$ cat config.mk
export PLATFORM = sky130hd
export DESIGN_NAME = cpu_top
export DESIGN_NICKNAME = d
export VERILOG_FILES = /design/src/rtl/isa_pkg.sv /design/src/rtl/bus_pkg.sv /design/src/rtl/fetch_unit.sv /design/src/rtl/load_store_unit.sv /design/src/rtl/bus_arbiter.sv /design/src/rtl/datapath.sv /design/src/rtl/control_fsm.sv /design/src/rtl/cpu_top.sv
export SDC_FILE = /design/constraint.sdc
export NUM_CORES = 2
export LEC_CHECK = 0
export BUFFER_PORTS_ARGS = -buffer_cell sky130_fd_sc_hd__buf_2
export CAP_MARGIN = 10
export CORE_ASPECT_RATIO = 1.1
export CORE_UTILIZATION = 28
export CTS_CLUSTER_DIAMETER = 120
export DETAILED_ROUTE_END_ITERATION = 16
export HOLD_SLACK_MARGIN = 0.08
export MAX_ROUTING_LAYER = met4
export PLACE_DENSITY_LB_ADDON = 0.1
export SYNTH_ARGS = -nofsm -noshare
export SYNTH_HDL_FRONTEND = slang
export SYNTH_HIERARCHICAL = 1
export SYNTH_SLANG_ARGS = --single-unit
$ cat constraint.sdc
create_clock -name clk_i -period 27.8 [get_ports clk_i]
set_input_delay 1.39 -clock clk_i [delete_from_list [all_inputs] [get_ports clk_i]]
set_output_delay 1.39 -clock clk_i [all_outputs]
set_load 0.02 [all_outputs]
$ cat src/rtl/isa_pkg.sv
package isa_pkg;

	typedef logic [31:0] word_t;
	typedef logic [3:0] reg_addr_t;

	typedef struct packed {
		logic [3:0] itype;
		logic [3:0] op;
		reg_addr_t ra;
		reg_addr_t rb;
		reg_addr_t rc;
		logic [10:0] imm; // low 11 bits of the 15-bit value
		logic size;
	} instr_t;

	typedef enum logic [3:0] {
		T_INH = 4'h0,
		T_CMP = 4'h3,
		T_ALU = 4'h7,
		T_LDI = 4'h8,
		T_LOAD = 4'h9,
		T_STORE = 4'ha,
		T_BRANCH = 4'hb
	} itype_e;

	typedef enum logic [2:0] {
		ALU_ADD,
		ALU_SUB,
		ALU_AND,
		ALU_OR,
		ALU_XOR,
		ALU_SHL,
		ALU_SHR,
		ALU_MUL // low word only
	} alu_func_e;

	typedef enum logic [1:0] {
		SRC_ALU,
		SRC_VAL,
		SRC_LOAD
	} reg_src_e;

	typedef struct packed {
		logic ltu;
		logic lt;
		logic eq;
	} ccr_t;

	typedef enum logic [2:0] {
		S_FETCH,
		S_FETCH_WAIT,
		S_DECODE,
		S_EXEC,
		S_MEM,
		S_WRITEBACK,
		S_HALT
	} state_e;

	localparam logic [3:0] OP_HALT = 4'h4;
	localparam logic [3:0] OP_CMP = 4'h0;
	localparam word_t PC_RESET = 32'h0000_0000;

endpackage

$ cat src/rtl/bus_pkg.sv
package bus_pkg;

	localparam int ADDR_W = 32;
	localparam int DATA_W = 32;

	typedef struct packed {
		logic [ADDR_W-1:0] addr;
		logic [DATA_W-1:0] wdata;
		logic we;
	} mem_req_t;

	typedef struct packed {
		logic [DATA_W-1:0] rdata; // empty on a write response
	} mem_rsp_t;

endpackage

$ cat src/rtl/fetch_unit.sv
module fetch_unit import isa_pkg::*, bus_pkg::*; (
	input logic clk_i,
	input logic rst_i,
	input logic fetch_start,
	input logic redirect,
	output logic fetch_done,
	output instr_t ir,
	output mem_req_t req,
	output logic req_valid,
	input logic req_ready,
	input mem_rsp_t rsp,
	input logic rsp_valid
);
	word_t pc;
	word_t branch_offset;
	logic pending;
	logic waiting;

	// word offset relative to the next instruction
	assign branch_offset = {{15{ir.rc[3]}}, ir.rc, ir.imm, 2'b00};

	assign req.addr = pc;
	assign req.wdata = '0;
	assign req.we = 1'b0;
	assign req_valid = pending;
	assign fetch_done = waiting && rsp_valid;

	always_ff @(posedge clk_i or posedge rst_i)
	begin
		if (rst_i)
		begin
			pc <= PC_RESET;
			pending <= 1'b0;
			waiting <= 1'b0;
		end
		else
		begin
			if (fetch_start)
				pending <= 1'b1;
			else if (pending && req_ready)
			begin
				pending <= 1'b0;
				waiting <= 1'b1;
			end
			else if (fetch_done)
				waiting <= 1'b0;
			if (fetch_done)
				pc <= pc + 32'd4;
			else if (redirect)
				pc <= pc + branch_offset;
		end
	end

	always_ff @(posedge clk_i)
	begin
		if (fetch_done)
			ir <= instr_t'(rsp.rdata);
	end

endmodule

$ cat src/rtl/load_store_unit.sv
module load_store_unit import isa_pkg::*, bus_pkg::*; (
	input logic clk_i,
	input logic rst_i,
	input logic lsu_start,
	input logic we,
	input word_t addr,
	input word_t wdata,
	output logic lsu_done,
	output word_t rdata,
	output mem_req_t req,
	output logic req_valid,
	input logic req_ready,
	input mem_rsp_t rsp,
	input logic rsp_valid
);
	mem_req_t req_q;
	logic pending; // request offered, not yet taken
	logic waiting; // accepted, response due

	assign req = req_q;
	assign req_valid = pending;
	assign lsu_done = waiting && rsp_valid;

	always_ff @(posedge clk_i or posedge rst_i)
	begin
		if (rst_i)
		begin
			pending <= 1'b0;
			waiting <= 1'b0;
		end
		else if (lsu_start)
			pending <= 1'b1;
		else if (pending && req_ready)
		begin
			pending <= 1'b0;
			waiting <= 1'b1;
		end
		else if (lsu_done)
			waiting <= 1'b0;
	end

	always_ff @(posedge clk_i)
	begin
		if (lsu_start)
			req_q <= '{addr: addr, wdata: wdata, we: we};
		if (lsu_done)
			rdata <= rsp.rdata;
	end

	a_start_idle: assert property (@(posedge clk_i) disable iff (rst_i)
		lsu_start |-> !(pending || waiting));

endmodule

$ cat src/rtl/bus_arbiter.sv
module bus_arbiter import bus_pkg::*; (
	input logic clk_i,
	input logic rst_i,
	input mem_req_t f_req,
	input logic f_req_valid,
	output logic f_req_ready,
	output logic f_rsp_valid,
	input mem_req_t d_req,
	input logic d_req_valid,
	output logic d_req_ready,
	output logic d_rsp_valid,
	output mem_req_t mem_req,
	output logic mem_req_valid,
	input logic mem_req_ready,
	input logic mem_rsp_valid
);
	logic busy; // one transaction outstanding
	logic owner_d; // data side owns it

	assign mem_req = d_req_valid ? d_req : f_req; // data first
	assign mem_req_valid = !busy && (d_req_valid || f_req_valid);
	assign d_req_ready = !busy && mem_req_ready;
	assign f_req_ready = !busy && !d_req_valid && mem_req_ready;
	assign d_rsp_valid = mem_rsp_valid && busy && owner_d;
	assign f_rsp_valid = mem_rsp_valid && busy && !owner_d;

	always_ff @(posedge clk_i or posedge rst_i)
	begin
		if (rst_i)
		begin
			busy <= 1'b0;
			owner_d <= 1'b0;
		end
		else if (mem_req_valid && mem_req_ready)
		begin
			busy <= 1'b1;
			owner_d <= d_req_valid;
		end
		else if (mem_rsp_valid)
			busy <= 1'b0;
	end

	a_req_stable: assert property (@(posedge clk_i) disable iff (rst_i)
		mem_req_valid && !mem_req_ready |=> mem_req_valid && $stable(mem_req));
	a_rsp_busy: assert property (@(posedge clk_i) disable iff (rst_i)
		mem_rsp_valid |-> busy);

endmodule

$ cat src/rtl/datapath.sv
module datapath import isa_pkg::*; (
	input logic clk_i,
	input logic rst_i,
	input instr_t ir,
	input logic operand_write,
	input logic alu_imm_sel,
	input alu_func_e alu_func,
	input logic ccr_write,
	input logic reg_write,
	input reg_src_e reg_src,
	input word_t load_data,
	output ccr_t ccr,
	output word_t mem_addr,
	output word_t store_data
);
	word_t regs [16];
	word_t a_q;
	word_t b_q;
	word_t sval;
	word_t uval;
	word_t alu_b;
	word_t alu_out;
	word_t wb_data;
	word_t ra_val;
	word_t rb_val;
	reg_addr_t b_sel;

	assign sval = {{17{ir.rc[3]}}, ir.rc, ir.imm};
	assign uval = {17'h0, ir.rc, ir.imm};
	assign ra_val = regs[ir.ra];
	assign rb_val = regs[ir.rb];
	assign b_sel = (ir.itype == T_STORE) ? ir.ra : ir.rc; // store data sits in rA
	assign alu_b = alu_imm_sel ? sval : b_q;
	assign mem_addr = a_q + sval;
	assign store_data = b_q;

	always_comb
	begin
		case (alu_func)
			ALU_ADD: alu_out = a_q + alu_b;
			ALU_SUB: alu_out = a_q - alu_b;
			ALU_AND: alu_out = a_q & alu_b;
			ALU_OR: alu_out = a_q | alu_b;
			ALU_XOR: alu_out = a_q ^ alu_b;
			ALU_SHL: alu_out = a_q << alu_b[4:0];
			ALU_SHR: alu_out = a_q >> alu_b[4:0]; // logical
			default: alu_out = a_q * alu_b;
		endcase
		case (reg_src)
			SRC_VAL: wb_data = uval;
			SRC_LOAD: wb_data = load_data;
			default: wb_data = alu_out;
		endcase
	end

	always_ff @(posedge clk_i)
	begin
		if (operand_write)
		begin
			a_q <= rb_val;
			b_q <= regs[b_sel];
		end
		if (reg_write)
			regs[ir.ra] <= wb_data;
	end

	always_ff @(posedge clk_i or posedge rst_i)
	begin
		if (rst_i)
			ccr <= '0;
		else if (ccr_write)
		begin
			ccr.ltu <= ra_val < rb_val;
			ccr.lt <= $signed(ra_val) < $signed(rb_val);
			ccr.eq <= ra_val == rb_val;
		end
	end

endmodule

$ cat src/rtl/control_fsm.sv
module control_fsm import isa_pkg::*; (
	input logic clk_i,
	input logic rst_i,
	input instr_t ir,
	input ccr_t ccr,
	output logic fetch_start,
	output logic redirect,
	input logic fetch_done,
	output logic lsu_start,
	input logic lsu_done,
	output logic operand_write,
	output alu_func_e alu_func,
	output logic alu_imm_sel,
	output logic ccr_write,
	output logic reg_write,
	output reg_src_e reg_src,
	output logic halt
);
	state_e state;
	state_e state_next;
	logic taken;
	logic legal;

	assign halt = (state == S_HALT);

	always_comb
	begin
		case (ir.op)
			4'h0: taken = 1'b1; // bra
			4'h1: taken = ccr.eq; // beq
			4'h2: taken = !ccr.eq; // bne
			4'h3: taken = !(ccr.ltu || ccr.eq); // bgtu
			4'h4: taken = !(ccr.lt || ccr.eq); // bgt
			4'h5: taken = !ccr.lt; // bge
			4'h6: taken = ccr.lt || ccr.eq; // ble
			4'h7: taken = ccr.lt; // blt
			4'h8: taken = !ccr.ltu; // bgeu
			4'h9: taken = ccr.ltu; // bltu
			4'ha: taken = ccr.ltu || ccr.eq; // bleu
			default: taken = 1'b0; // brn
		endcase
	end

	always_comb
	begin
		case (ir.itype)
			T_INH: legal = (ir.op == 4'h0) || (ir.op == OP_HALT); // nop or halt
			T_CMP: legal = (ir.op == OP_CMP);
			T_ALU, T_LDI, T_BRANCH: legal = 1'b1;
			T_LOAD, T_STORE: legal = (ir.op == 4'h0); // word access only
			default: legal = 1'b0;
		endcase
		if (ir.size)
			legal = 1'b0; // no trailing argument word
	end

	always_ff @(posedge clk_i or posedge rst_i)
	begin
		if (rst_i)
			state <= S_FETCH;
		else
			state <= state_next;
	end

	always_comb
	begin
		state_next = state;
		fetch_start = 1'b0;
		redirect = 1'b0;
		lsu_start = 1'b0;
		operand_write = 1'b0;
		ccr_write = 1'b0;
		reg_write = 1'b0;
		reg_src = SRC_ALU;
		alu_func = alu_func_e'(ir.op[2:0]);
		alu_imm_sel = ir.op[3]; // upper ops take the immediate
		case (state)
			S_FETCH:
			begin
				fetch_start = 1'b1;
				state_next = S_FETCH_WAIT;
			end
			S_FETCH_WAIT:
			begin
				if (fetch_done)
					state_next = S_DECODE;
			end
			S_DECODE:
			begin
				operand_write = 1'b1;
				state_next = legal ? S_EXEC : S_HALT;
			end
			S_EXEC:
			begin
				state_next = S_FETCH;
				case (ir.itype)
					T_INH:
					begin
						if (ir.op == OP_HALT)
							state_next = S_HALT;
					end
					T_CMP: ccr_write = 1'b1;
					T_ALU: reg_write = 1'b1;
					T_LDI:
					begin
						reg_write = 1'b1;
						reg_src = SRC_VAL;
					end
					T_LOAD, T_STORE:
					begin
						lsu_start = 1'b1;
						state_next = S_MEM;
					end
					T_BRANCH: redirect = taken;
					default: state_next = S_HALT;
				endcase
			end
			S_MEM:
			begin
				if (lsu_done)
					state_next = (ir.itype == T_LOAD) ? S_WRITEBACK : S_FETCH;
			end
			S_WRITEBACK:
			begin
				reg_write = 1'b1;
				reg_src = SRC_LOAD;
				state_next = S_FETCH;
			end
			default: state_next = S_HALT;
		endcase
	end

	a_one_unit: assert property (@(posedge clk_i) disable iff (rst_i)
		!(fetch_start && lsu_start));
	a_fetch_done_wait: assert property (@(posedge clk_i) disable iff (rst_i)
		fetch_done |-> state == S_FETCH_WAIT);
	a_lsu_done_wait: assert property (@(posedge clk_i) disable iff (rst_i)
		lsu_done |-> state == S_MEM);

endmodule

$ cat src/rtl/cpu_top.sv
module cpu_top import isa_pkg::*, bus_pkg::*; (
	input logic clk_i,
	input logic rst_i,
	output mem_req_t mem_req,
	output logic mem_req_valid,
	input logic mem_req_ready,
	input mem_rsp_t mem_rsp,
	input logic mem_rsp_valid,
	output logic halt
);
	instr_t ir;
	ccr_t ccr;
	logic fetch_start;
	logic redirect;
	logic fetch_done;
	logic lsu_start;
	logic lsu_done;
	logic operand_write;
	logic alu_imm_sel;
	logic ccr_write;
	logic reg_write;
	alu_func_e alu_func;
	reg_src_e reg_src;
	word_t mem_addr;
	word_t store_data;
	word_t load_data;
	mem_req_t f_req;
	mem_req_t d_req;
	logic f_req_valid;
	logic f_req_ready;
	logic f_rsp_valid;
	logic d_req_valid;
	logic d_req_ready;
	logic d_rsp_valid;

	control_fsm u_ctrl (
		.clk_i(clk_i),
		.rst_i(rst_i),
		.ir(ir),
		.ccr(ccr),
		.fetch_start(fetch_start),
		.redirect(redirect),
		.fetch_done(fetch_done),
		.lsu_start(lsu_start),
		.lsu_done(lsu_done),
		.operand_write(operand_write),
		.alu_func(alu_func),
		.alu_imm_sel(alu_imm_sel),
		.ccr_write(ccr_write),
		.reg_write(reg_write),
		.reg_src(reg_src),
		.halt(halt)
	);

	fetch_unit u_fetch (
		.clk_i(clk_i),
		.rst_i(rst_i),
		.fetch_start(fetch_start),
		.redirect(redirect),
		.fetch_done(fetch_done),
		.ir(ir),
		.req(f_req),
		.req_valid(f_req_valid),
		.req_ready(f_req_ready),
		.rsp(mem_rsp),
		.rsp_valid(f_rsp_valid)
	);

	load_store_unit u_lsu (
		.clk_i(clk_i),
		.rst_i(rst_i),
		.lsu_start(lsu_start),
		.we(ir.itype == T_STORE),
		.addr(mem_addr),
		.wdata(store_data),
		.lsu_done(lsu_done),
		.rdata(load_data),
		.req(d_req),
		.req_valid(d_req_valid),
		.req_ready(d_req_ready),
		.rsp(mem_rsp), // rdata goes to both units
		.rsp_valid(d_rsp_valid)
	);

	bus_arbiter u_arb (
		.clk_i(clk_i),
		.rst_i(rst_i),
		.f_req(f_req),
		.f_req_valid(f_req_valid),
		.f_req_ready(f_req_ready),
		.f_rsp_valid(f_rsp_valid),
		.d_req(d_req),
		.d_req_valid(d_req_valid),
		.d_req_ready(d_req_ready),
		.d_rsp_valid(d_rsp_valid),
		.mem_req(mem_req),
		.mem_req_valid(mem_req_valid),
		.mem_req_ready(mem_req_ready),
		.mem_rsp_valid(mem_rsp_valid)
	);

	datapath u_dp (
		.clk_i(clk_i),
		.rst_i(rst_i),
		.ir(ir),
		.operand_write(operand_write),
		.alu_imm_sel(alu_imm_sel),
		.alu_func(alu_func),
		.ccr_write(ccr_write),
		.reg_write(reg_write),
		.reg_src(reg_src),
		.load_data(load_data),
		.ccr(ccr),
		.mem_addr(mem_addr),
		.store_data(store_data)
	);

endmodule

Word-level counts from Yosys, hierarchy flattened --
Memory sizes are Yosys's and may differ from the RTL's. A register that Yosys moved wholly into a read port is not among the register bits. Index checks and enable logic that the tools add are counted. Widths: inputs -> output; s select.
Storage, ports and cells: output and inout port bits 67, memories 1, flip-flop bits (word level) 205, RAM bits 512
Cells by class: bitwise logic cells 5, multiplexer cells 43, order comparisons 2, equal/unequal tests 33, multiply operators 1, reductions and logical operators 42, shift operators 2, add/subtract/negate cells 5
Memories:
- u_dp.regs | words 16, width 32, rd ports 3, clocked after memory_dff 3, write ports 1, RTL line datapath.sv:16 | word_t regs [16];
Operators by type and width (count):
- $pmux 32 s7 | 1
- $add 32x32->32 | 3
- $mux 32 | 3
- $mux 65 | 1
- $lt 32x32->1 | 2
- $pmux 32 s2 | 1
- $add 32x3->32 const B | 1
- $and 32x32->32 | 1
- $eq 32x32->1 | 1
- $mul 32x32->32 | 1
- $or 32x32->32 | 1
- $shl 32x5->32 | 1
- $shr 32x5->32 | 1
- $sub 32x32->32 | 1
- $xor 32x32->32 | 1
- $eq 4x4->1 const B | 7
- $mux 1 | 23
- $eq 4x3->1 const B | 5
- $eq 3x3->1 const B | 6
- $pmux 3 s6 | 1
- $mux 3 | 5
- $eq 3x2->1 const B | 4
- $eq 4x2->1 const B | 3
- $logic_and 1x1->1 | 12
- 21 further kinds | 47

Depth between registers and ports, before layout --
depth in word-level cells 7, mapped depth 32, mapped depth without buffers 28

Cells and area by module --
The synthesis kept the hierarchy.
By module, submodules not included:
- datapath | times used 1, cells an instance 4578, area each 54109.4 sq um
- fetch_unit | times used 1, cells an instance 393, area each 3896.2 sq um
- load_store_unit | times used 1, cells an instance 106, area each 3001.6 sq um
- bus_arbiter | times used 1, cells an instance 88, area each 975.9 sq um
- control_fsm | times used 1, cells an instance 78, area each 551.8 sq um
- cpu_top | times used 1, cells an instance 1, area each 12.5 sq um

Worst setup path after synthesis --
No wires, ideal clock.
kind reg-to-reg, start register u_fetch/ir[27] (netlist name), end memory u_dp/regs[0][29] (netlist name) (data pin), path buffers 6, library setup time 0.302 ns, slack 18.375 ns, stages on the path, launching flop included 32, arrival 9.123 ns, clock period less this slack 9.425 ns, cells stage by stage edfxtp_1 > buf_4 > buf_6 > mux2i_2 > clkbuf_1 > buf_1 > clkbuf_1 > buf_1 > nor2_1 > fa_1 > inv_1 > fa_1 > fa_1 > fa_1 > inv_1 > fa_1 > inv_1 > fa_1 > inv_1 > fa_1 > fa_1 > ha_1 > a211oi_1 > nand2_1 > nor3b_1 > nor4_1 > o41ai_1 > nor2b_1 > o21ai_0 > nand3b_1 > a21o_1 > a31oi_1
Between the ends: longest elaborated chain between the ends 4, elaborated cells between the ends (all ways) 11
RTL lines:
- $mux 32 * | RTL line datapath.sv:33 | assign alu_b = alu_imm_sel ? sval : b_q;
- $mul 32x32->32 (tied with other cells) | RTL line datapath.sv:47 | default: alu_out = a_q * alu_b;
- $pmux 32 s7 * | RTL line datapath.sv:39 | case (alu_func)
- $pmux 32 s2 * | RTL line datapath.sv:49 | case (reg_src)
- via u_dp.wb_data[29] | RTL line datapath.sv:23 | word_t wb_data;
- to (decl) | RTL line datapath.sv:16
The timed path passes the listed nets; every way through them passes the cells marked *.

Final worst setup path --
start register u_fetch/ir[27] (netlist name), end memory u_dp/regs[4][25] (netlist name) (data pin)
Between the ends: longest elaborated chain between the ends 4, elaborated cells between the ends (all ways) 11
RTL lines (RTL line):
- $mux 32 * | datapath.sv:33
- $mul 32x32->32 (tied with other cells) | datapath.sv:47
- $pmux 32 s7 * | datapath.sv:39
- $pmux 32 s2 * | datapath.sv:49
- via u_dp.wb_data[25] | datapath.sv:23
Marked as above.

==> metrics <==
status finished clean; remaining routing DRC violations 0; HP Start u_lsu/waiting; post-CTS resize count 0; Simple-Gate Fraction of Synth Area 0.0870; Mapped Area 62500 um2; Detailed Route WL 260000 um; share of cells above drive strength 1 0.196; Syn Area/Cell 11.9 um2; I/O pins ~100; vias in the first global route ~46000; hold-critical path endpoint u_lsu/waiting; Worst Path Max Fanout 32; Max-cap violations 0; half-perimeter wire length after placement 187000 um; CTS Hold Bufs 0; Synth Flop Type edfxtp_1; CP max stage delay 950 ps; hold depth 1; Root Driver clkbuf_16; worst path required time between 20000 and 30000 ps; H-tree lvl count 3; CP max-delay cell nor4_1; initial DRC count 4040; core area 221000 um2; die height 498 um; R2R depth 30; remaining global-route overflow 0; flop2flop setup slack 17400 ps; Routed Antenna Nets 0; nets@finish 6047; Setup TNS 0 ps; Final Cycle Share 0.374; crit path time final 10400 ps; Hold WC Path Type reg -> reg; Seq/Total Area, Yosys 0.355; Slew Viols, Final 0; critical path type reg -> reg; Finished Cell Area roughly 70000 um2; number of synthesized flops with an enable pin 705; fin cells 8309; Yosys cell types about 100; Final Wtd Congestion 0.977; RSZ-0062 raised after global routing false; hold_ws 492 ps; post-placement cell area 67000 um2; die span in x 453 um; FFs w/ async S/R, synth 0.0562; FP Rows 181; critical path data arrival time 10740 ps; Synth Area in Compound Gates 0.0865; DR vias/cell 5.41; Clock Path Buffers 3; adder-cell share of the synthesized area 0.192; Crit path top cell by count fa_1; Setup Viol. Count Final 0; Filler cells 22400; via count about 45000; Worst-Margin Slew 1310 ps; first-pass GRT wire length 366000 um; largest family of logic cells by synthesized area multiplexers; met3 WL 12900 um; total track usage 0.236; DRT met1 WL 108000 um; r2r endpoint u_dp/regs[4][25]; post-CTS setup buffers 0; clk_skew 68.3 ps; Final Hold Viols 0; CTS tree done; antenna violations before repair 14; Cells after Synth 5244; r2r startpoint u_fetch/ir[27]; clock slew at reported path FFs 60 ps; Max Used Layer met4; CP startpoint kind flip-flop; post-synthesis xor/xnor area fraction 0.0265; clk_lat worst skew between 700 and 800 ps; Max Fclk 96.2 MHz; pin count of the biggest net entering global routing 100; drt first pass iters 6; Port Buffers between 100 and 150; number of buffers created by CTS between 80 and 90; placed cells about 8000; #FFs+latches synth 747; Num Clock Sinks between 700 and 800; Avg WL per Cell 31.3 um; Starting Density 0.282; Synth Warn # 6; Die Area 225000 um2; met2 routed WL between 100000 and 150000 um; post-synthesis mux area share 0.196; max_slew headroom 0.119; P&R area growth vs syn 11.9%; endpoint class of the critical path flip-flop
## per-stage QoR
stage | setup WS (ps) | util
2_1_floorplan | 18370 | -
3_3_place_gp | 17640 | 0.303
3_5_place_dp | 17530 | 0.303
4_1_cts | 17500 | 0.316
5_1_grt | 17080 | 0.316
6_report | 17400 | 0.316
## registers in the layout, summed over array words and instances (netlist names), 30 cells and up
name,count
u_dp/regs,512
u_lsu/req,65
u_dp/a_q,32
u_dp/store_data,32
u_fetch/ir,32
u_lsu/rdata,32
u_fetch/pc,30
## logic make-up after synthesis
group,count (synthesis)
other cells,1
xor+xnor,186
compound gates,820
simple gates,1257
buf+inv,884
fa+ha+maj,711
flops,747
mux,638
## Yosys cell counts, types with 10 or more instances
library cell	count	share of area
nor3_1	38	0.0030
or3_1	10	0.0010
mux2i_1	105	0.017
o21ai_0	173	0.014
nand2b_1	25	0.0025
a31oi_1	61	0.0061
mux4_2	453	0.16
ha_1	299	0.060
and3_1	12	0.0012
inv_1	502	0.030
o211ai_1	41	0.0049
o21a_1	20	0.0024
nand3_1	50	0.0040
buf_2	27	0.0022
buf_1	64	0.0038
mux2_2	55	0.0099
nand4_1	24	0.0024
mux2_4	17	0.0041
nor2_1	501	0.030
inv_2	17	0.0010
a21oi_2	11	0.0015
a221oi_1	34	0.0048
a21oi_1	210	0.017
xnor2_1	134	0.019
o2111ai_1	11	0.0015
nand2_1	458	0.027
nand3b_1	13	0.0016
nor4_1	16	0.0016
a22oi_1	13	0.0016
and2_1	52	0.0052
o21bai_1	18	0.0022
o31ai_1	17	0.0020
clkbuf_1	213	0.013
clkinv_1	10	0.00060
edfxtp_1	705	0.34
o22ai_1	15	0.0015
dfrtp_1	42	0.017
nor2b_1	22	0.0022
buf_4	42	0.0050
fa_1	411	0.13
xor2_1	49	0.0069
a211oi_1	62	0.0074
a21o_1	43	0.0052
## worst max-delay path: cells and delay by family (launching register included)
kind / cells / cell delay (ps)
mux: 1 / 280
buf+inv: 9 / 1830
flops: 1 / 320
fa+ha+maj: 10 / 4370
xor+xnor: 1 / 200
compound gates: 5 / 910
simple gates: 4 / 2110
## how the worst max path moves through the flow
| stage | from | end | slack, ps | cells past startpoint |
|---|---|---|---|---|
| 2_1_floorplan | u_fetch/ir[27] | u_dp/regs[0][29] | 18370 | 31 |
| 3_3_place_gp | u_fetch/ir[27] | u_dp/regs[10][25] | 17640 | 30 |
| 4_1_cts | u_fetch/ir[27] | u_dp/regs[4][25] | 17500 | 30 |
| 6_report | u_fetch/ir[27] | u_dp/regs[4][25] | 17400 | 30 |
| 3_5_place_dp | u_fetch/ir[27] | u_dp/regs[10][25] | 17530 | 30 |
| 5_1_grt | u_fetch/ir[27] | u_dp/regs[4][25] | 17080 | 30 |
## per-layer routing
metal  track usage  vias to the layer above
met2         0.392                     1624
met1         0.297                    23800
met3        0.0272                      347
met5             -                        -
met4        0.0824                        0
li1              -                    19200
## final cells by class
cell class	instances	area (um2)	share of cell area
multi-input cells	3647	37200	0.532
inverters	529	1990	0.0284
flip-flops and latches	747	22200	0.318
clock inverters	56	584	0.00835
diodes	6	15.0	0.000215
clock buffers	108	2330	0.0333
repair buffers	288	1960	0.0280
well taps	2928	3660	0.0523
## cells in the final DEF (no fill, tap or decap), types with 27 or more instances in the layout
cell and n:
mux2_2 54, a211oi_1 62, o21ai_0 173, o211ai_1 41
edfxtp_1 705, a21o_1 43, ha_1 298, fa_1 411
a31oi_1 60, and2_1 51, nor2_1 486, mux4_2 453
mux2i_1 94, nand2_1 458, inv_1 500, clkinv_1 27
buf_2 102, xor2_1 49, clkbuf_16 89, a221oi_1 34
conb_1 35, nand3_1 50, buf_4 182, nor3_1 33
xnor2_1 134, dfrtp_1 41, a21oi_1 208
Power is left out: the tool's default activity adds up to more than one toggle a clock period on the data nets, which glitch-free logic cannot reach.
